--- src/spi_link_config.svh ---
////////////////////////////////////////
// spi link build constants, bus mode and widths
// include wherever a `SPI_ macro is used
////////////////////////////////////////
`ifndef SPI_LINK_CONFIG_SVH
`define SPI_LINK_CONFIG_SVH

// sclk idle level
`define SPI_CPOL	1'b1

// 0 samples on first edge of a bit, 1 on second edge
`define SPI_CPHA	1'b1

`define SPI_DATA_W	8		// bits per transfer

`define SPI_DIV_W	16		// width of clk_div_val

`endif

--- src/spi_link_pkg.sv ---
////////////////////////////////////////
// shared types of the spi link
// import in the module body, scope in port lists
////////////////////////////////////////
`default_nettype none

`include "spi_link_config.svh"

package spi_link_pkg;

	typedef logic [`SPI_DATA_W-1:0] byte_t;		// one data byte
	typedef logic [15:0] cnt_t;					// saturating event count

	// master engine states
	typedef enum logic [2:0] {
		mst_idle		= 3'd0,		// waiting for start
		mst_sclk_wait	= 3'd1,		// half-period count
		mst_sclk_edge	= 3'd2,		// sclk toggles
		mst_last_half	= 3'd3,		// hold after 16th edge
		mst_ack			= 3'd4,		// m_done pulse
		mst_finish		= 3'd5		// cs_n back high
	} mst_state_t;

	// slave receiver states
	typedef enum logic [1:0] {
		slv_idle	= 2'd0,		// cs_n high or byte done
		slv_shift	= 2'd1,		// bits in flight
		slv_done	= 2'd2		// s_rx_valid pulse
	} slv_state_t;

endpackage

`default_nettype wire

--- src/spi_link_check.sv ---
////////////////////////////////////////
// link self-test, pairs master and slave results
// counts transfers and mismatching pairs
////////////////////////////////////////
`default_nettype none

module spi_link_check (
	input	wire						sys_clk,
	input	wire						sys_rst_n,
	input	wire						start,			// request, may hit a busy master
	input	wire						m_done,
	input	wire						s_rx_valid,
	input	wire spi_link_pkg::byte_t	tx_byte,		// master sends
	input	wire spi_link_pkg::byte_t	m_rx_byte,		// master got
	input	wire spi_link_pkg::byte_t	s_rx_byte,		// slave got
	input	wire spi_link_pkg::byte_t	s_tx_byte,		// slave replies
	output	spi_link_pkg::cnt_t			xfer_count,
	output	spi_link_pkg::cnt_t			err_count
);

	import spi_link_pkg::*;

	logic		pend;						// transfer open, later starts ignored
	logic		m_seen;
	logic		s_seen;
	logic		pair;						// both sides in by this cycle
	logic		take;						// start that opens a transfer
	logic		mismatch;
	byte_t		tx_q, s_tx_q, m_rx_q, s_rx_q;
	byte_t		m_val;
	byte_t		s_val;

	assign pair		= (m_seen | m_done) & (s_seen | s_rx_valid);
	assign take		= start & (~pend | pair);
	assign m_val	= m_done ? m_rx_byte : m_rx_q;		// late side straight from pulse
	assign s_val	= s_rx_valid ? s_rx_byte : s_rx_q;
	assign mismatch	= (m_val != s_tx_q) | (s_val != tx_q);

	always_ff @(posedge sys_clk) begin
		if (!sys_rst_n) begin
			pend		<= 1'b0;
			m_seen		<= 1'b0;
			s_seen		<= 1'b0;
			xfer_count	<= '0;
			err_count	<= '0;
		end else begin
			pend <= take | (pend & ~pair);
			m_seen <= ~pair & (m_seen | m_done);
			s_seen <= ~pair & (s_seen | s_rx_valid);
			if (pair && xfer_count != '1)
				xfer_count <= xfer_count + 1'b1;		// saturates
			if (pair && mismatch && err_count != '1)
				err_count <= err_count + 1'b1;
		end
	end

	always_ff @(posedge sys_clk) begin
		if (take) begin
			tx_q	<= tx_byte;
			s_tx_q	<= s_tx_byte;
		end
		if (m_done)
			m_rx_q <= m_rx_byte;
		if (s_rx_valid)
			s_rx_q <= s_rx_byte;
	end

endmodule

`default_nettype wire

--- src/spi_link_top.sv ---
////////////////////////////////////////
// spi link top, master and slave with self-test
// both pin sets come out, loop closed outside
////////////////////////////////////////
`default_nettype none

`include "spi_link_config.svh"

module spi_link_top (
	input	wire							sys_clk,
	input	wire							sys_rst_n,
	input	wire							start,
	input	wire spi_link_pkg::byte_t		tx_byte,
	input	wire logic [`SPI_DIV_W-1:0]		clk_div_val,
	input	wire spi_link_pkg::byte_t		s_tx_byte,
	output	wire							m_cs_n,			// master pins
	output	wire							m_sclk,
	output	wire							m_mosi,
	input	wire							m_miso,
	input	wire							s_cs_n,			// slave pins
	input	wire							s_sclk,
	input	wire							s_mosi,
	output	wire							s_miso,
	output	wire							busy,
	output	wire							m_done,
	output	wire spi_link_pkg::byte_t		m_rx_byte,
	output	wire							s_rx_valid,
	output	wire spi_link_pkg::byte_t		s_rx_byte,
	output	wire spi_link_pkg::cnt_t		xfer_count,
	output	wire spi_link_pkg::cnt_t		err_count
);

	spi_master u_master (
		.sys_clk		(sys_clk),
		.sys_rst_n		(sys_rst_n),
		.start			(start),
		.tx_byte		(tx_byte),
		.clk_div_val	(clk_div_val),
		.m_miso			(m_miso),
		.m_cs_n			(m_cs_n),
		.m_sclk			(m_sclk),
		.m_mosi			(m_mosi),
		.busy			(busy),
		.m_done			(m_done),
		.m_rx_byte		(m_rx_byte)
	);

	spi_slave u_slave (
		.sys_clk		(sys_clk),
		.sys_rst_n		(sys_rst_n),
		.s_cs_n			(s_cs_n),
		.s_sclk			(s_sclk),
		.s_mosi			(s_mosi),
		.s_tx_byte		(s_tx_byte),
		.s_miso			(s_miso),
		.s_rx_valid		(s_rx_valid),
		.s_rx_byte		(s_rx_byte)
	);

	// sees raw start, drops those that hit a busy master
	spi_link_check u_check (
		.sys_clk		(sys_clk),
		.sys_rst_n		(sys_rst_n),
		.start			(start),
		.m_done			(m_done),
		.s_rx_valid		(s_rx_valid),
		.tx_byte		(tx_byte),
		.m_rx_byte		(m_rx_byte),
		.s_rx_byte		(s_rx_byte),
		.s_tx_byte		(s_tx_byte),
		.xfer_count		(xfer_count),
		.err_count		(err_count)
	);

endmodule

`default_nettype wire

--- src/spi_master.sv ---
////////////////////////////////////////
// spi master engine, one byte each way per start
// sclk half-period is clk_div_val+1 sys_clk cycles
////////////////////////////////////////
`default_nettype none

`include "spi_link_config.svh"

module spi_master (
	input	wire							sys_clk,		// system clock
	input	wire							sys_rst_n,		// sync reset, active low
	input	wire							start,			// one-cycle request
	input	wire spi_link_pkg::byte_t		tx_byte,		// byte to send, with start
	input	wire logic [`SPI_DIV_W-1:0]		clk_div_val,	// half-period minus one, >= 3
	input	wire							m_miso,			// serial in
	output	logic							m_cs_n,			// chip select
	output	logic							m_sclk,			// serial clock
	output	logic							m_mosi,			// serial out
	output	logic							busy,			// start ignored while high
	output	logic							m_done,			// one-cycle done pulse
	output	spi_link_pkg::byte_t			m_rx_byte		// received byte
);

	import spi_link_pkg::*;

	localparam int edge_w		= $clog2(2 * `SPI_DATA_W);		// sclk edge counter width
	localparam int last_edge	= 2 * `SPI_DATA_W - 1;			// index of final toggle

	mst_state_t						state;
	logic [`SPI_DIV_W-1:0]			cnt_clk;		// cycles within half-period
	logic [`SPI_DIV_W-1:0]			div_last;		// wait ends here, edge cycle adds one
	logic [edge_w-1:0]				cnt_edge;		// toggles done so far
	byte_t							mosi_shift;
	byte_t							miso_shift;
	logic							accept;			// start taken this cycle
	logic							do_shift;		// mosi advances on this edge
	logic							do_sample;		// miso captured on this edge

	assign div_last		= clk_div_val - 1'b1;
	assign busy			= (state != mst_idle) && (state != mst_finish);	// free again in finish
	assign accept		= start && !busy;
	assign m_done		= (state == mst_ack);
	assign m_mosi		= mosi_shift[`SPI_DATA_W-1];		// msb first
	assign m_rx_byte	= miso_shift;

	// even edges lead a bit, odd edges trail it
	assign do_sample = (state == mst_sclk_edge) && (cnt_edge[0] == `SPI_CPHA);
	assign do_shift = (state == mst_sclk_edge) && (cnt_edge[0] != `SPI_CPHA) &&
		!(`SPI_CPHA == 1'b1 && cnt_edge == '0);		// cpha 1 holds msb through first edge

	always_ff @(posedge sys_clk) begin
		if (!sys_rst_n) begin
			state <= mst_idle;
		end else begin
			case (state)
				mst_idle, mst_finish:
					state <= accept ? mst_sclk_wait : mst_idle;
				mst_sclk_wait:
					if (cnt_clk == div_last)
						state <= mst_sclk_edge;
				mst_sclk_edge:
					if (cnt_edge == edge_w'(last_edge))
						state <= mst_last_half;
					else
						state <= mst_sclk_wait;
				mst_last_half:
					if (cnt_clk == clk_div_val)		// full half-period after last toggle
						state <= mst_ack;
				mst_ack:
					state <= mst_finish;
				default:
					state <= mst_idle;
			endcase
		end
	end

	// half-period timer, runs only while waiting
	always_ff @(posedge sys_clk) begin
		if (!sys_rst_n)
			cnt_clk <= '0;
		else if (state == mst_sclk_wait || state == mst_last_half)
			cnt_clk <= cnt_clk + 1'b1;
		else
			cnt_clk <= '0;
	end

	always_ff @(posedge sys_clk) begin
		if (!sys_rst_n)
			cnt_edge <= '0;
		else if (accept)
			cnt_edge <= '0;					// fresh transfer
		else if (state == mst_sclk_edge)
			cnt_edge <= cnt_edge + 1'b1;	// wraps to 0 after last edge
	end

	always_ff @(posedge sys_clk) begin
		if (!sys_rst_n)
			m_sclk <= `SPI_CPOL;
		else if (state == mst_idle)
			m_sclk <= `SPI_CPOL;			// park at idle level
		else if (state == mst_sclk_edge)
			m_sclk <= ~m_sclk;
	end

	always_ff @(posedge sys_clk) begin
		if (!sys_rst_n)
			m_cs_n <= 1'b1;
		else if (accept)
			m_cs_n <= 1'b0;					// low one cycle after start
		else if (state == mst_ack)
			m_cs_n <= 1'b1;					// high in finish
	end

	always_ff @(posedge sys_clk) begin
		if (accept)
			mosi_shift <= tx_byte;
		else if (do_shift)
			mosi_shift <= {mosi_shift[`SPI_DATA_W-2:0], 1'b0};
	end

	// miso is stable here when clk_div_val >= 3
	always_ff @(posedge sys_clk) begin
		if (do_sample)
			miso_shift <= {miso_shift[`SPI_DATA_W-2:0], m_miso};
	end

endmodule

`default_nettype wire

--- src/spi_slave.sv ---
////////////////////////////////////////
// oversampling spi slave on sys_clk
// pins pass two-flop synchronizers, reply loads at cs_n fall
////////////////////////////////////////
`default_nettype none

`include "spi_link_config.svh"

module spi_slave (
	input	wire						sys_clk,		// system clock
	input	wire						sys_rst_n,		// sync reset, active low
	input	wire						s_cs_n,			// chip select pin
	input	wire						s_sclk,			// serial clock pin
	input	wire						s_mosi,			// serial in pin
	input	wire spi_link_pkg::byte_t	s_tx_byte,		// reply byte
	output	logic						s_miso,			// serial out pin
	output	logic						s_rx_valid,		// one-cycle pulse
	output	spi_link_pkg::byte_t		s_rx_byte		// received byte
);

	import spi_link_pkg::*;

	localparam int bit_w = $clog2(`SPI_DATA_W);

	slv_state_t					state;
	logic [2:0]					cs_sync;		// two sync stages plus history
	logic [2:0]					sclk_sync;
	logic [1:0]					mosi_sync;		// aligned with sclk_sync[1]
	logic						cs_fall;
	logic						cs_rise;
	logic						sclk_tgl;		// any sclk edge
	logic						edge_odd;		// next edge trails its bit
	logic [bit_w-1:0]			bit_cnt;		// bits sampled
	logic						samp;
	logic						pres;			// drive next reply bit
	byte_t						rx_shift;
	byte_t						tx_shift;

	assign cs_fall	= cs_sync[2] & ~cs_sync[1];
	assign cs_rise	= ~cs_sync[2] & cs_sync[1];
	assign sclk_tgl	= sclk_sync[2] ^ sclk_sync[1];

	// leading edge samples for cpha 0, trailing for cpha 1
	assign samp = (state == slv_shift) && sclk_tgl && (edge_odd == `SPI_CPHA);
	assign pres = (state == slv_shift) && sclk_tgl && (edge_odd != `SPI_CPHA);

	assign s_rx_valid	= (state == slv_done);
	assign s_rx_byte	= rx_shift;

	always_ff @(posedge sys_clk) begin
		if (!sys_rst_n) begin
			cs_sync		<= 3'b111;
			sclk_sync	<= {3{`SPI_CPOL}};
			mosi_sync	<= 2'b00;
		end else begin
			cs_sync		<= {cs_sync[1:0], s_cs_n};
			sclk_sync	<= {sclk_sync[1:0], s_sclk};
			mosi_sync	<= {mosi_sync[0], s_mosi};
		end
	end

	always_ff @(posedge sys_clk) begin
		if (!sys_rst_n) begin
			state <= slv_idle;
		end else if (cs_fall) begin
			state <= slv_shift;			// restart on every select
		end else begin
			case (state)
				slv_shift:
					if (cs_rise)
						state <= slv_idle;		// aborted, no pulse
					else if (samp && bit_cnt == bit_w'(`SPI_DATA_W - 1))
						state <= slv_done;
				slv_done:
					state <= slv_idle;
				default:
					state <= slv_idle;
			endcase
		end
	end

	always_ff @(posedge sys_clk) begin
		if (!sys_rst_n) begin
			edge_odd	<= 1'b0;
			bit_cnt		<= '0;
		end else if (cs_fall) begin
			edge_odd	<= 1'b0;
			bit_cnt		<= '0;
		end else begin
			if (state == slv_shift && sclk_tgl)
				edge_odd <= ~edge_odd;
			if (samp)
				bit_cnt <= bit_cnt + 1'b1;
		end
	end

	always_ff @(posedge sys_clk) begin
		if (samp)
			rx_shift <= {rx_shift[`SPI_DATA_W-2:0], mosi_sync[1]};
	end

	// cpha 0 puts the msb out at select, cpha 1 waits for the first edge
	always_ff @(posedge sys_clk) begin
		if (cs_fall) begin
			if (`SPI_CPHA == 1'b0)
				tx_shift <= {s_tx_byte[`SPI_DATA_W-2:0], 1'b0};
			else
				tx_shift <= s_tx_byte;
		end else if (pres) begin
			tx_shift <= {tx_shift[`SPI_DATA_W-2:0], 1'b0};
		end
	end

	always_ff @(posedge sys_clk) begin
		if (!sys_rst_n)
			s_miso <= 1'b0;
		else if (cs_fall && `SPI_CPHA == 1'b0)
			s_miso <= s_tx_byte[`SPI_DATA_W-1];
		else if (pres)
			s_miso <= tx_shift[`SPI_DATA_W-1];
	end

endmodule

`default_nettype wire

--- config.mk ---
export PLATFORM = sky130hd
export DESIGN_NAME = spi_link_top
export DESIGN_NICKNAME = d
export VERILOG_FILES = /design/src/spi_link_pkg.sv /design/src/spi_link_check.sv /design/src/spi_link_top.sv /design/src/spi_master.sv /design/src/spi_slave.sv
export VERILOG_INCLUDE_DIRS = /design/src
export SDC_FILE = /design/constraint.sdc
export NUM_CORES = 1
export LEC_CHECK = 0
export BUFFER_PORTS_ARGS = -buffer_cell sky130_fd_sc_hd__buf_2
export CAP_MARGIN = 10
export CORE_MARGIN = 3
export CORE_UTILIZATION = 50
export DETAILED_ROUTE_END_ITERATION = 8
export PLACE_DENSITY = 0.73
export SETUP_SLACK_MARGIN = 0.02
export SLEW_MARGIN = 40
export SYNTH_ARGS = -nofsm -noshare
export SYNTH_HDL_FRONTEND = slang
export SYNTH_SLANG_ARGS = --single-unit
--- constraint.sdc ---
create_clock -name sys_clk -period 4.6 [get_ports sys_clk]
set_clock_uncertainty 0.2 [all_clocks]
set_input_delay 0.46 -clock sys_clk [delete_from_list [all_inputs] [get_ports sys_clk]]
set_output_delay 0.46 -clock sys_clk [all_outputs]
set_load 0.05 [all_outputs]
* After elaboration in Yosys (flattened, before gate mapping)
Cells that the tools add are included.
** Storage, ports and cells
- Register bits after elaboration :: 139
- Output and inout port bits :: 55
** Operators by class
- Add/sub/neg operators :: 6
- Equality and inequality tests :: 19
- Muxes and demuxes :: 17
- Bitwise operators :: 22
- Reduce and logical (&&, ||, !) cells :: 28
** Operators by type and width (count)
- adder 16 x 1 -> 16 bit (second input constant) :: 3
- two-way mux 8 bit :: 6
- == test 16 bit :: 2
- inequality test 16 bit (second input constant) :: 2
- inequality test 8 bit :: 2
- subtractor 16 x 1 -> 16 bit (second input constant) :: 1
- one-hot mux 3 bit (5 select lines) :: 1
- logical AND 1 bit :: 12
- == test 3 bit (second input constant) :: 3
- inverter 1 bit :: 9
- OR reduction 2 bit :: 4
- AND 1 bit :: 7
- two-way mux 1 bit :: 7
- == test 3 x 2 -> 1 bit (second input constant) :: 2
- two-way mux 3 bit :: 2
- nonzero test 2 bit :: 3
- OR 1 bit :: 5
- adder 4 x 1 -> 4 bit (second input constant) :: 1
- == test 4 bit (second input constant) :: 1
- zero test 4 bit :: 1
- inequality test 2 x 1 -> 1 bit (second input constant) :: 2
- inequality test 4 x 1 -> 1 bit (second input constant) :: 1
- AND reduction 2 bit :: 2
- OR reduction 4 bit :: 1
- 11 further kinds :: 12

* Logic depth before layout (Yosys ltp)
Gate-level depths: netlist (run 1).
- Depth after elaboration :: 8
- Gate-level depth with buffers :: 11

* Hierarchy
Synthesis (run 1) repeated with hierarchy kept, for this count alone.
** Second synthesis, totals
- Cell total of the unflattened synthesis :: 606
- Area total of the unflattened synthesis :: 6331.1 sq um
** By module, submodules not included
- spi_link_check :: times used 1, cells each 269, area each 2924.1 sq um, seq. area each 1501.4 sq um
- spi_master :: times used 1, cells each 254, area each 2260.9 sq um, seq. area each 980.9 sq um
- spi_slave :: times used 1, cells each 83, area each 1146.1 sq um, seq. area each 780.7 sq um

* Worst setup path before layout (run 1)
Ideal clock, no wire load.
- Kind :: register to register
- Start :: register u_check.err_count[2]
- End :: register u_check.err_count[1]
- Setup time :: 70 ps
- Data arrival time :: 2437 ps
- Path slack :: 1893 ps
- Stages on the path, launching flop included :: 9
- Period minus slack after synthesis :: 2707 ps
- Cells stage by stage :: dfxtp_1 -> nand3_1 -> nor2_1 -> nand2_1 -> nor3_1 -> clkbuf_1 -> buf_2 -> o21ai_0 -> a21oi_1
** On the way
- Word-level cells in the longest chain between the ends :: 2
** RTL lines
- start: declaration :: RTL line spi_link_check.sv:18 : output spi_link_pkg::cnt_t err_count
- start signal: assignment :: RTL line spi_link_check.sv:53 : err_count <= err_count + 1'b1;
- inequality test 16 bit :: RTL line spi_link_check.sv:52 : if (pair && mismatch && err_count != '1)
- logical AND 1 bit :: RTL line spi_link_check.sv:52
Every way passes these cells.
A chain may end at the register's enable or synchronous reset.

* Final worst setup path (run 1)
- Start :: register u_master.state[2]
- End :: register u_check.err_count[3]
** On the way
- Word-level cells in the longest chain between the ends :: 6
- Elaborated cells between the ends (all ways) :: 8
- Those cells by class :: eq/ne: 2; mux: 1; bitwise: 3; reduce/logical: 2
** RTL lines
- start: declaration :: RTL line spi_master.sv:29 : mst_state_t state;
- start signal: assignment :: RTL line spi_master.sv:53 : state <= mst_idle;
- start signal: assignment :: RTL line spi_master.sv:57 : state <= accept ? mst_sclk_wait : mst_idle;
- start signal: assignment :: RTL line spi_master.sv:60 : state <= mst_sclk_edge;
- == test 3 bit * :: RTL line spi_master.sv:42 : assign m_done = (state == mst_ack);
- two-way mux 8 bit
- inequality test 8 bit :: RTL line spi_link_check.sv:37 : assign mismatch = (m_val != s_tx_q) | (s_val != tx_q);
- OR 1 bit :: RTL line spi_link_check.sv:37
- logical AND 1 bit * (2 in series) :: RTL line spi_link_check.sv:52
Every way passes the cells marked *; elsewhere a longest branch is shown, timed or not.

==> out/results.ini, run 1 <==
[logic_synthesis]
synth_nets=699
synthFlopType=dfxtp_1
synth_xor_xnor_area_share_pct=10.0
yosys-mux-area-fraction_pct=4.04
postSynthCellCount=651
synth_cell_types=58
ys_ff_latch=139
yosysSeqAreaShare_pct=51.2
synth_top_family_by_area=simple AND/OR/NAND/NOR gates
synth-simple-area-share_pct=21.3
syn_area_mm2=0.00638
ys_warn_count=0
synth-compound-area-share_pct=8.53
synthAdderAreaFrac_pct=1.77
synth_edf_count=48
syn_area_per_cell_um2=9.80
async_flop_share_pct=0

[placed_design]
port-buffer-count=93
placed_area_mm2=0.00699
globalplace.congestion=0.853
dp_hpwl_um=10300

[pwr]
sw_frac_of_total_pct=20.8
leakage_uw=0.00304
power.share.clock_pct=50.3
power.density_mw_per_mm2=394
seqPwrFrac_pct=44.1
internal_power_uw=2380
vdd_drop_max_v=0.000258
p_switching_uw=628
p_comb_share_pct=5.7

[global_route]
grt_use_total_pct=20.6
grt-ovfl-total=0
grt_pass1_vias=5011
grt_pass1_wl_um=23700
antenna_found_initial=0
grt_start_max_net_pins=33

[run]
drv_cap=0

[critical_path]
required_ns=4.74
critPathSlowestCell=or4_1
end_kind=flip-flop
crit_chain=and2b_1 > nand2_2 > inv_2 > a2111oi_1 > and2_1 > o32a_1 > a31o_2 > or4_1 > a21oi_1
cpPeakStageDelay_ns=0.53
r2r_setup_slack_ns=1.56
worst-setup-path-type=flip-flop to flip-flop
cp-start-kind=flip-flop
r2r_start=u_master.state[2]$_SDFFE_PN0P_
r2r-end=u_check.err_count[3]$_SDFFE_PN0P_
path_max_fanout=29
critPathBufInv=1
critical_path.top_delay_family=simple AND/OR/NAND/NOR gates
worstPathArrival_ns=3.17
worstRegToRegCells=9

[routing]
ant_nets=0
drt_iter0_markers=397
routed_wl_um=14200
dr_total_vias=5016
drcViolationCount=0
first_pass_iters=7
wire_per_inst_um=15.4
via_per_inst=5.43

[worst_hold_path]
min_to=u_master.m_rx_byte[0]$_DFFE_PP_
hold_depth=1
min_from=m_miso
worstHoldPathType=input pin to flip-flop

[timing]
finalSetupViolCount=0
tns_ns=0
drv_slew=0
max_freq_ghz=0.329
min_period_ns=3.04
slew_headroom_pct=47.2
final-hold-violation-count=0
worstMarginPinSlew_ns=0.789
rsz0062_at_grt=no
fin_crit_sh_pct=66.0

[die]
fp.dieW_um=119
initial_core_util_pct=52.0
fp.dieH_um=119
dieArea_mm2=0.0141
pin_count=94
rows=40
core_region_area_mm2=0.0123

[cts]
hold_buffers=0
cts-root-buf=clkbuf_16
cts_resized=0
cts_max_level=4
cts_setup_buffers=0
cts_num_sinks=139
clock_latency_ns=0.41
cts_max_path_buffers=2
cts_tree=built
path_clk_slew_ns=0.06
cts_buffers=17

[final_layout]
layout-drive-gt1-share_pct=19.9
layout.cells.most_common_list=93 x buf_2, 91 x dfxtp_1, 73 x nand2_1, 51 x nor2_1, 48 x edfxtp_1
nNetsFinal=790
final_area_mm2=0.00765
fill_cells=1036
syn_to_final_growth_pct=20.0
final_common_cell=buf_2

[outcome]
status=complete, no violations

==> worst register-to-register path, cell delays in order, from the launching register on <==
cell       delay, ns
dfxtp_1         0.42
and2b_1         0.18
nand2_2         0.17
inv_2           0.26
a2111oi_1       0.11
and2_1          0.18
o32a_1          0.32
a31o_2          0.43
or4_1           0.55
a21oi_1         0.15
==> Yosys cell counts, types with 14 or more instances <==
| cell | count | area share (%) |
|---|---|---|
| clkbuf_1 | 19 | 1.1 |
| a21oi_1 | 24 | 1.9 |
| dfxtp_1 | 91 | 29 |
| edfxtp_1 | 48 | 23 |
| xnor2_1 | 27 | 3.7 |
| inv_1 | 28 | 1.6 |
| nand2_1 | 73 | 4.3 |
| mux2_2 | 14 | 2.5 |
| o21ai_0 | 18 | 1.4 |
| nand2b_1 | 14 | 1.4 |
| nor2_1 | 52 | 3.1 |
| xor2_1 | 46 | 6.3 |
| nand3_1 | 31 | 2.4 |
==> cells by family (layout without fill, tap and decap cells) <==
| kind of cell | count (synthesis) | after routing |
|---|---|---|
| AOI/OAI and AO/OA | 85 | 85 |
| xor gates and xnor gates | 73 | 73 |
| adders and majority gates | 9 | 9 |
| buffers and inverters | 53 | 157 |
| DFF | 139 | 139 |
| muxes | 24 | 24 |
| other | 0 | 1 |
| and+or+nand+nor | 268 | 268 |
==> through the flow <==
step	worst slack, ns	power (µW)	utilization (%)	hold WS [ns]	instances
floorplan	1.89	1460	-	0.186	651
global placement	1.56	1510	57.0	0.188	891
detailed placement	1.41	1520	57.0	0.195	891
CTS	1.38	3040	62.4	0.00281	923
global route	1.35	3120	62.4	0.00825	923
finish	1.56	3010	62.4	0.0234	924
==> final cells by class <==
class | instances | area (µm²) | area share (%)
Tap cell | 168 | 210 | 2.75
Antenna cell | 1 | 2.50 | 0.0327
Inverter | 29 | 109 | 1.42
Multi-Input combinational cell | 459 | 2920 | 38.2
Sequential cell | 139 | 3260 | 42.6
Timing Repair Buffer | 96 | 488 | 6.38
Clock buffer | 19 | 433 | 5.66
Clock inverter | 13 | 221 | 2.89
==> metal layers <==
| metal | wire length, µm | GRT usage [%] | share of wire [%] |
|---|---|---|---|
| met1 | 6350 | 25.8 | 45 |
| met5 | 0 | 0 | 0 |
| met3 | 638 | 4.46 | 4.5 |
| met4 | 256 | 8.69 | 1.8 |
| met2 | 6950 | 34.5 | 49 |
==> sequential cells by signal, indices dropped and copies added, names as in the netlist, 2 cells and up <==
signal and cells:
u_check.err_count 16, u_check.xfer_count 16, u_master.cnt_clk 16, u_check.m_rx_q 8, u_check.s_rx_q 8, u_check.s_tx_q 8, u_check.tx_q 8, u_master.m_rx_byte 8
u_master.mosi_shift 8, u_slave.s_rx_byte 8, u_slave.tx_shift 8, u_master.cnt_edge 4, u_master.state 3, u_slave.bit_cnt 3, u_slave.cs_sync 3, u_slave.sclk_sync 3
u_slave.mosi_sync 2, u_slave.state 2
==> worst max-delay path by stage <==
stage | start | end | slack (ns) | cells after the start
detailed placement | u_master.state[0]$_SDFFE_PN0P_ | u_check.err_count[12]$_SDFFE_PN0P_ | 1.41 | 9
global route | u_master.state[0]$_SDFFE_PN0P_ | u_check.err_count[15]$_SDFFE_PN0P_ | 1.35 | 9
global placement | u_master.state[0]$_SDFFE_PN0P_ | u_check.err_count[1]$_SDFFE_PN0P_ | 1.56 | 9
finish | u_master.state[2]$_SDFFE_PN0P_ | u_check.err_count[3]$_SDFFE_PN0P_ | 1.56 | 9
CTS | u_master.state[0]$_SDFFE_PN0P_ | u_check.err_count[12]$_SDFFE_PN0P_ | 1.38 | 9
floorplan | u_check.err_count[2]$_SDFFE_PN0P_ | u_check.err_count[1]$_SDFFE_PN0P_ | 1.89 | 8
==> power groups by stage <==
stage	clock [µW]	sequential (µW)	combinational (µW)
floorplan	0	1360	103
global placement	0	1350	164
detailed placement	0	1350	170
CTS	1540	1330	171
global route	1600	1330	192
finish	1510	1330	170
Power figures use the tool's default switching activity.
==> inputs of run 2 (changes only) <==
clock period = 2.94 ns   (was 4.6 ns; I/O delays follow)
==> run 2 against run 1 <==
Routed wire length down 0.89%; global-route usage about the same; first-iteration DRC count down 16%; cell count up 3.2%; register-to-register slack worse by 1.3 ns; die area unchanged; design area up 2.6%; clock-buffer cell count down 2; via count up 1.5%; utilization up 1.6 points; critical path type unchanged; largest cell class unchanged.
==> out/results.ini, run 2 (synthesis gave the netlist of run 1 again) <==
[die]
pin_count=94  ; unchanged
rows=40  ; unchanged
fp.dieH_um=119  ; unchanged
dieArea_mm2=0.0141  ; unchanged
core_region_area_mm2=0.0123  ; unchanged
fp.dieW_um=119  ; unchanged
initial_core_util_pct=52.0  ; unchanged

[global_route]
grt_start_max_net_pins=30  ; -9.1%
grt-ovfl-total=0  ; unchanged
grt_pass1_wl_um=23500  ; -0.70%
grt_pass1_vias=5030  ; +0.38%
grt_use_total_pct=20.6  ; -0.028 points
antenna_found_initial=0  ; unchanged

[critical_path]
startpoint=u_master.state[2]$_SDFFE_PN0P_
crit_chain=and2b_1 > nand2_2 > inv_2 > a2111oi_1 > and2_1 > o32a_1 > a31o_1 > buf_4 > or4_1 > a21oi_1
cp-start-kind=flip-flop
critPathSlowestCell=or4_1
worst-setup-path-type=flip-flop to flip-flop
path_max_fanout=29  ; unchanged
cpPeakStageDelay_ns=0.49  ; -0.04 ns
worstPathArrival_ns=2.80  ; -0.37 ns
end_kind=flip-flop
required_ns=3.08  ; -1.66 ns
r2r_start=u_master.state[2]$_SDFFE_PN0P_

[routing]
drcViolationCount=0  ; unchanged
routed_wl_um=14100  ; -0.89%
via_per_inst=5.34  ; -1.7%
drt_iter0_markers=335  ; -16%
dr_total_vias=5093  ; +1.5%
wire_per_inst_um=14.7  ; -4.0%
first_pass_iters=5  ; -2
ant_nets=0  ; unchanged

[timing]
fin_crit_sh_pct=90.5  ; +25 points
min_period_ns=2.66  ; -0.375 ns
finalSetupViolCount=0  ; unchanged
final-hold-violation-count=0  ; unchanged
drv_slew=0  ; unchanged
rsz0062_at_grt=no
hold_slack_ns=0.112  ; +0.0887 ns
worstMarginPinSlew_ns=0.714  ; -0.0744 ns
tns_ns=0  ; unchanged
slew_headroom_pct=51.9  ; +4.7 points
max_freq_ghz=0.376  ; +14%

[final_layout]
nNetsFinal=821  ; +3.9%
syn_to_final_growth_pct=23.1
layout.cells.most_common_list=93 x buf_2, 91 x dfxtp_1, 73 x nand2_1, 52 x nor2_1, 48 x edfxtp_1
fill_cells=962  ; -7.1%
num_antenna_cells=0  ; -1
final_common_cell=buf_2
reg_top3=u_check.err_count x16, u_check.xfer_count x16, u_master.cnt_clk x16
layout-drive-gt1-share_pct=20.2  ; +0.36 points

[cts]
cts_buffers=17  ; unchanged
clock_latency_ns=0.41  ; about the same
cts_max_path_buffers=2  ; unchanged
path_clk_slew_ns=0.06  ; about the same
cts_max_level=4  ; unchanged
cts_tree=built
cts_num_sinks=139  ; unchanged
cts-root-buf=clkbuf_16

[outcome]
status=complete, no violations

[worst_hold_path]
worstHoldPathType=input pin to flip-flop
min_from=sys_rst_n

[placed_design]
dp_hpwl_um=10300  ; +0.70%
port-buffer-count=93  ; unchanged
globalplace.congestion=0.872  ; +2.2%

[run]
drv_cap=0  ; unchanged

[pwr]
leakage_uw=0.00312  ; +2.6%
vdd_drop_max_v=0.000369  ; +43%
power.density_mw_per_mm2=564  ; +43%

[run 2: cell type report]
type / count / area (µm²) / share of cell area [%]
clock inverters: 15 / 153 / 1.94
multi-input cells: 459 / 2920 / 37.1
well taps: 168 / 210 / 2.68
repair buffers: 127 / 773 / 9.85
flip-flops and latches: 139 / 3260 / 41.6
clock buffers: 17 / 425 / 5.42
inverters: 29 / 109 / 1.39
[run 2: worst max-delay path: cells and delay by family (launching register included)]
kind / cells / cell delay (ns)
AND/OR/NAND/NOR: 4 / 0.90
AO/OA/AOI/OAI: 4 / 0.76
flip-flops: 1 / 0.42
buffers and inverters: 2 / 0.28
[run 2: metrics by stage]
stage / worst slack (ns) / total power, µW / area (µm²) / cells / utilization (%)
2_1_floorplan: 0.233 / 2290 / 6380 / 651 / -
3_3_place_gp: 0.302 / 2370 / 7060 / 901 / 57.6
3_5_place_dp: 0.182 / 2380 / 7060 / 901 / 57.6
4_1_cts: 0.268 / 4470 / 7850 / 954 / 64.0
5_1_grt: 0.0695 / 4600 / 7850 / 954 / 64.0
6_report: 0.278 / 4420 / 7850 / 954 / 64.0
[run 2: power by group]
group	internal [µW]	leakage, µW	switching [µW]	total, µW
Clock	1240	0.000278	815	2060
Sequential	2050	0.00118	30.0	2080
Combinational	121	0.00166	169	290
Total	3410	0.00312	1010	4420
[run 2: repair_timing]
action,in CTS,in global routing
resized for setup,0,0
setup buffers,0,0
hold buffers,21,0
endpoints found under the hold margin,34,0
[run 2: routing by layer]
layer	global-route usage [%]	part of all wire [%]
met2	34.3	49
met4	7.46	1.4
met1	25.8	45
met5	0	0
met3	5.37	4.3
[run 2: worst paths after layout]
| path | depth (start not counted) | end | slack (ns) |
|---|---|---|---|
| worst max-delay path | 10 | u_check.err_count[9]$_SDFFE_PN0P_ | 0.28 |
| worst min-delay path | 2 | u_slave.cs_sync[2]$_SDFF_PN1_ | 0.11 |
| worst max register to register | 10 | u_check.err_count[9]$_SDFFE_PN0P_ | 0.28 |
| worst min register to register | 0 | u_slave.s_rx_byte[0]$_DFFE_PP_ | 0.20 |
==> inputs of run 3 (changes only) <==
ABC_AREA = 1   (was not set)
==> run 3 against run 2 <==
Via count is 18% higher; combinational power grew 85%; critical endpoint is now u_check.xfer_count[9]$_SDFFE_PN0P_; non-clock buffer count down 7; flip-flop and latch count stayed put; first-iteration DRC count up 49%; sequential share of layout area fell by 2.4 points; largest cell class unchanged; routed wire length rose by 9.8%; largest power group is now the clock network; setup slack improved by 0.11 ns; utilization decreased by 1.5 points; synthesized cell count is 35% higher.
==> out/results.ini, run 3 <==
[final_layout]
syn_to_final_growth_pct=21.4
final_common_cell=nand2_1
fill_cells=1158  ; +20%
layout.cells.most_common_list=236 x nand2_1, 103 x inv_1, 95 x nor2_1, 93 x buf_2, 91 x dfxtp_1
layout.cells.non_filler=1187  ; +24%
num_antenna_cells=0  ; unchanged
reg_top3=u_check.err_count x16, u_check.xfer_count x16, u_master.cnt_clk x16
nNetsFinal=1046  ; +27%
layout-drive-gt1-share_pct=18.0  ; -2.2 points

[cts]
clock_latency_ns=0.42  ; about the same
cts_num_sinks=139  ; unchanged
cts_max_path_buffers=2  ; unchanged
cts_resized=0  ; unchanged
path_clk_slew_ns=0.06  ; about the same
cts_buffers=17  ; unchanged
cts_max_level=4  ; unchanged
cts_tree=built
cts-root-buf=clkbuf_16

[logic_synthesis]
ys_top_cells_by_area=dfxtp_1 27%, edfxtp_1 21%, nand2_1 13%
yosysMostFrequentCell=nand2_1
synth_nets=926  ; +32%
synthFlopType=dfxtp_1
synth_cell_types=40  ; -31%
postSynthCellCount=878  ; +35%
synth.top_cell.area_share_pct=26.5  ; -2.0 points
ys_warn_count=0  ; unchanged
syn_area_per_cell_um2=7.82  ; -20%
yosys.area.top_type=dfxtp_1
ys_ff_latch=139  ; unchanged
synth_common_cells=236 x nand2_1, 103 x inv_1, 95 x nor2_1
syn_area_mm2=0.00687  ; +7.7%
synth_edf_count=48  ; unchanged
async_flop_share_pct=0  ; unchanged
yosysSeqAreaShare_pct=47.5  ; -3.7 points

[critical_path]
cp-start-kind=flip-flop
worst-setup-path-type=flip-flop to flip-flop
required_ns=3.09  ; about the same
path_max_fanout=17  ; -41%
r2r_start=u_master.state[0]$_SDFFE_PN0P_
worstRegToRegCells=12  ; +2
r2r_setup_slack_ns=0.38  ; +0.11 ns
worstPathArrival_ns=2.71  ; -0.09 ns
end_kind=flip-flop
r2r-end=u_check.xfer_count[9]$_SDFFE_PN0P_

[timing]
slew_headroom_pct=70.4  ; +18 points
hold_slack_ns=0.0446  ; -0.0675 ns
tns_ns=0  ; unchanged
drv_slew=0  ; unchanged
worstMarginPinSlew_ns=0.440  ; -0.274 ns
finalSetupViolCount=0  ; unchanged
max_freq_ghz=0.391  ; +4.1%
min_period_ns=2.56  ; -0.105 ns
fin_crit_sh_pct=87.0  ; -3.6 points
final-hold-violation-count=0  ; unchanged
rsz0062_at_grt=no

[worst_hold_path]
worstHoldPathType=input pin to flip-flop
min_to=u_check.pend$_SDFF_PN0_
hold_depth=3  ; +1
min_from=start

[run]
drv_cap=0  ; unchanged

[global_route]
grt_start_max_net_pins=33  ; +10%
grt_use_total_pct=21.4  ; +0.81 points
grt-ovfl-total=0  ; unchanged
grt_pass1_wl_um=25600  ; +8.8%
antenna_found_initial=0  ; unchanged
grt_pass1_vias=5425  ; +7.9%

[die]
fp.dieW_um=123  ; +3.6%
core_region_area_mm2=0.0133  ; +8.9%
pin_count=94  ; unchanged
dieArea_mm2=0.0152  ; +7.3%
fp.dieH_um=123  ; +3.6%
rows=42  ; +5.0%
initial_core_util_pct=51.5  ; -0.55 points

[routing]
dr_total_vias=5994  ; +18%
drcViolationCount=0  ; unchanged
routed_wl_um=15400  ; +9.8%
wire_per_inst_um=13.0  ; -12%
wl_met2_um=7210  ; +4.5%
first_pass_iters=4  ; -1
ant_nets=0  ; unchanged
drt_iter0_markers=498  ; +49%
top_layer=met4
via_per_inst=5.05  ; -5.4%
m1WireLength_um=7260  ; +14%
dr_wl_met3_um=768  ; +27%

[placed_design]
port-buffer-count=93  ; unchanged
dp_hpwl_um=11000  ; +6.5%
globalplace.congestion=0.851  ; -2.4%
dp.cells=1135  ; +26%

[pwr]
leakage_uw=0.00365  ; +17%
p_comb_share_pct=10.7  ; +4.1 points
vdd_drop_max_v=0.000431  ; +17%
p_switching_uw=1210  ; +20%
power.density_mw_per_mm2=599  ; +6.2%
internal_power_uw=3780  ; +11%
seqPwrFrac_pct=43.3  ; -3.6 points
sw_frac_of_total_pct=24.3  ; +1.4 points
power.share.clock_pct=46.0  ; -0.5 points

[outcome]
status=complete, no violations

-- run 3: cell types whose count changed after synthesis, sizes merged, moves of 21 or more --
cell	change
nand2	+180
nand3	+38
inv	+78
nor2	+47
xor2	-24
a21oi	+21
-- run 3: kinds of logic after synthesis --
kind of cell / after synthesis / share of synthesized area [%]
and+or+nand+nor: 486 / 31.6
DFF: 139 / 47.5
buffers and inverters: 127 / 7.70
AOI/OAI and AO/OA: 74 / 6.07
xor gates and xnor gates: 43 / 5.48
adders and majority gates: 9 / 1.64
-- run 3: repair_timing --
item / 4_1_cts / 5_1_grt
endpoints found under the hold margin: 31 / 0
buffers inserted: 0 / 0
hold buffers: 20 / 0
-- run 3: power by group through the flow --
stage	clock [µW]	combinational (µW)	sequential [µW]
2_1_floorplan	0	356	2210
3_3_place_gp	0	501	2190
3_5_place_dp	0	508	2200
4_1_cts	2330	536	2160
5_1_grt	2430	612	2170
6_report	2300	536	2160
-- run 3: worst max-delay path by stage --
stage | start | endpoint | slack (ns) | depth (start not counted)
final | u_master.state[0]$_SDFFE_PN0P_ | u_check.xfer_count[9]$_SDFFE_PN0P_ | 0.38 | 12
after global routing | u_master.state[0]$_SDFFE_PN0P_ | u_check.xfer_count[9]$_SDFFE_PN0P_ | 0.08 | 12
after CTS | u_master.state[0]$_SDFFE_PN0P_ | u_check.xfer_count[9]$_SDFFE_PN0P_ | 0.38 | 12
after detailed placement | u_master.state[0]$_SDFFE_PN0P_ | u_check.xfer_count[9]$_SDFFE_PN0P_ | 0.41 | 12
after global placement | u_master.state[0]$_SDFFE_PN0P_ | u_check.xfer_count[7]$_SDFFE_PN0P_ | 0.49 | 13
after floorplan | u_slave.state[1]$_SDFFE_PP0P_ | u_check.s_tx_q[0]$_DFFE_PP_ | 0.36 | 6
-- run 3: final cells by class --
| cell class | count | area (µm²) | share of cell area (%) |
|---|---|---|---|
| flip-flops and latches | 139 | 3260 | 39.1 |
| repair buffers | 120 | 718 | 8.61 |
| inverters | 108 | 408 | 4.89 |
| multi-input cells | 612 | 3080 | 36.9 |
| clock inverters | 8 | 96.3 | 1.16 |
| well taps | 176 | 220 | 2.64 |
| clock buffers | 24 | 556 | 6.66 |
-- run 3: layer usage --
layer  track usage, %  up-vias
met3             5.26       18
li1                 -     3086
met1             28.8     2733
met5                0        -
met4             6.44        0
met2             34.1      157
-- run 3: critical path, stage by stage (launching register included) --
cell     delay [ns]
dfxtp_1        0.36
nor2_4         0.28
nand2_4        0.19
inv_2          0.13
or2_1          0.16
nand2_2        0.10
inv_4          0.18
nand2_2        0.20
inv_2          0.19
nand2_1        0.09
nor2_1         0.17
nand3_1        0.10
a21oi_1        0.12
-- run 3: stage by stage --
step                      cell area [µm²]  power, µW  util [%]  setup slack (ns)
after floorplan                      6870       2570         -             0.360
after global placement               7490       2700      56.1             0.491
after detailed placement             7490       2700      56.1             0.414
after CTS                            8340       5030      62.5             0.381
after global routing                 8340       5210      62.5            0.0810
final                                8340       4990      62.5             0.383
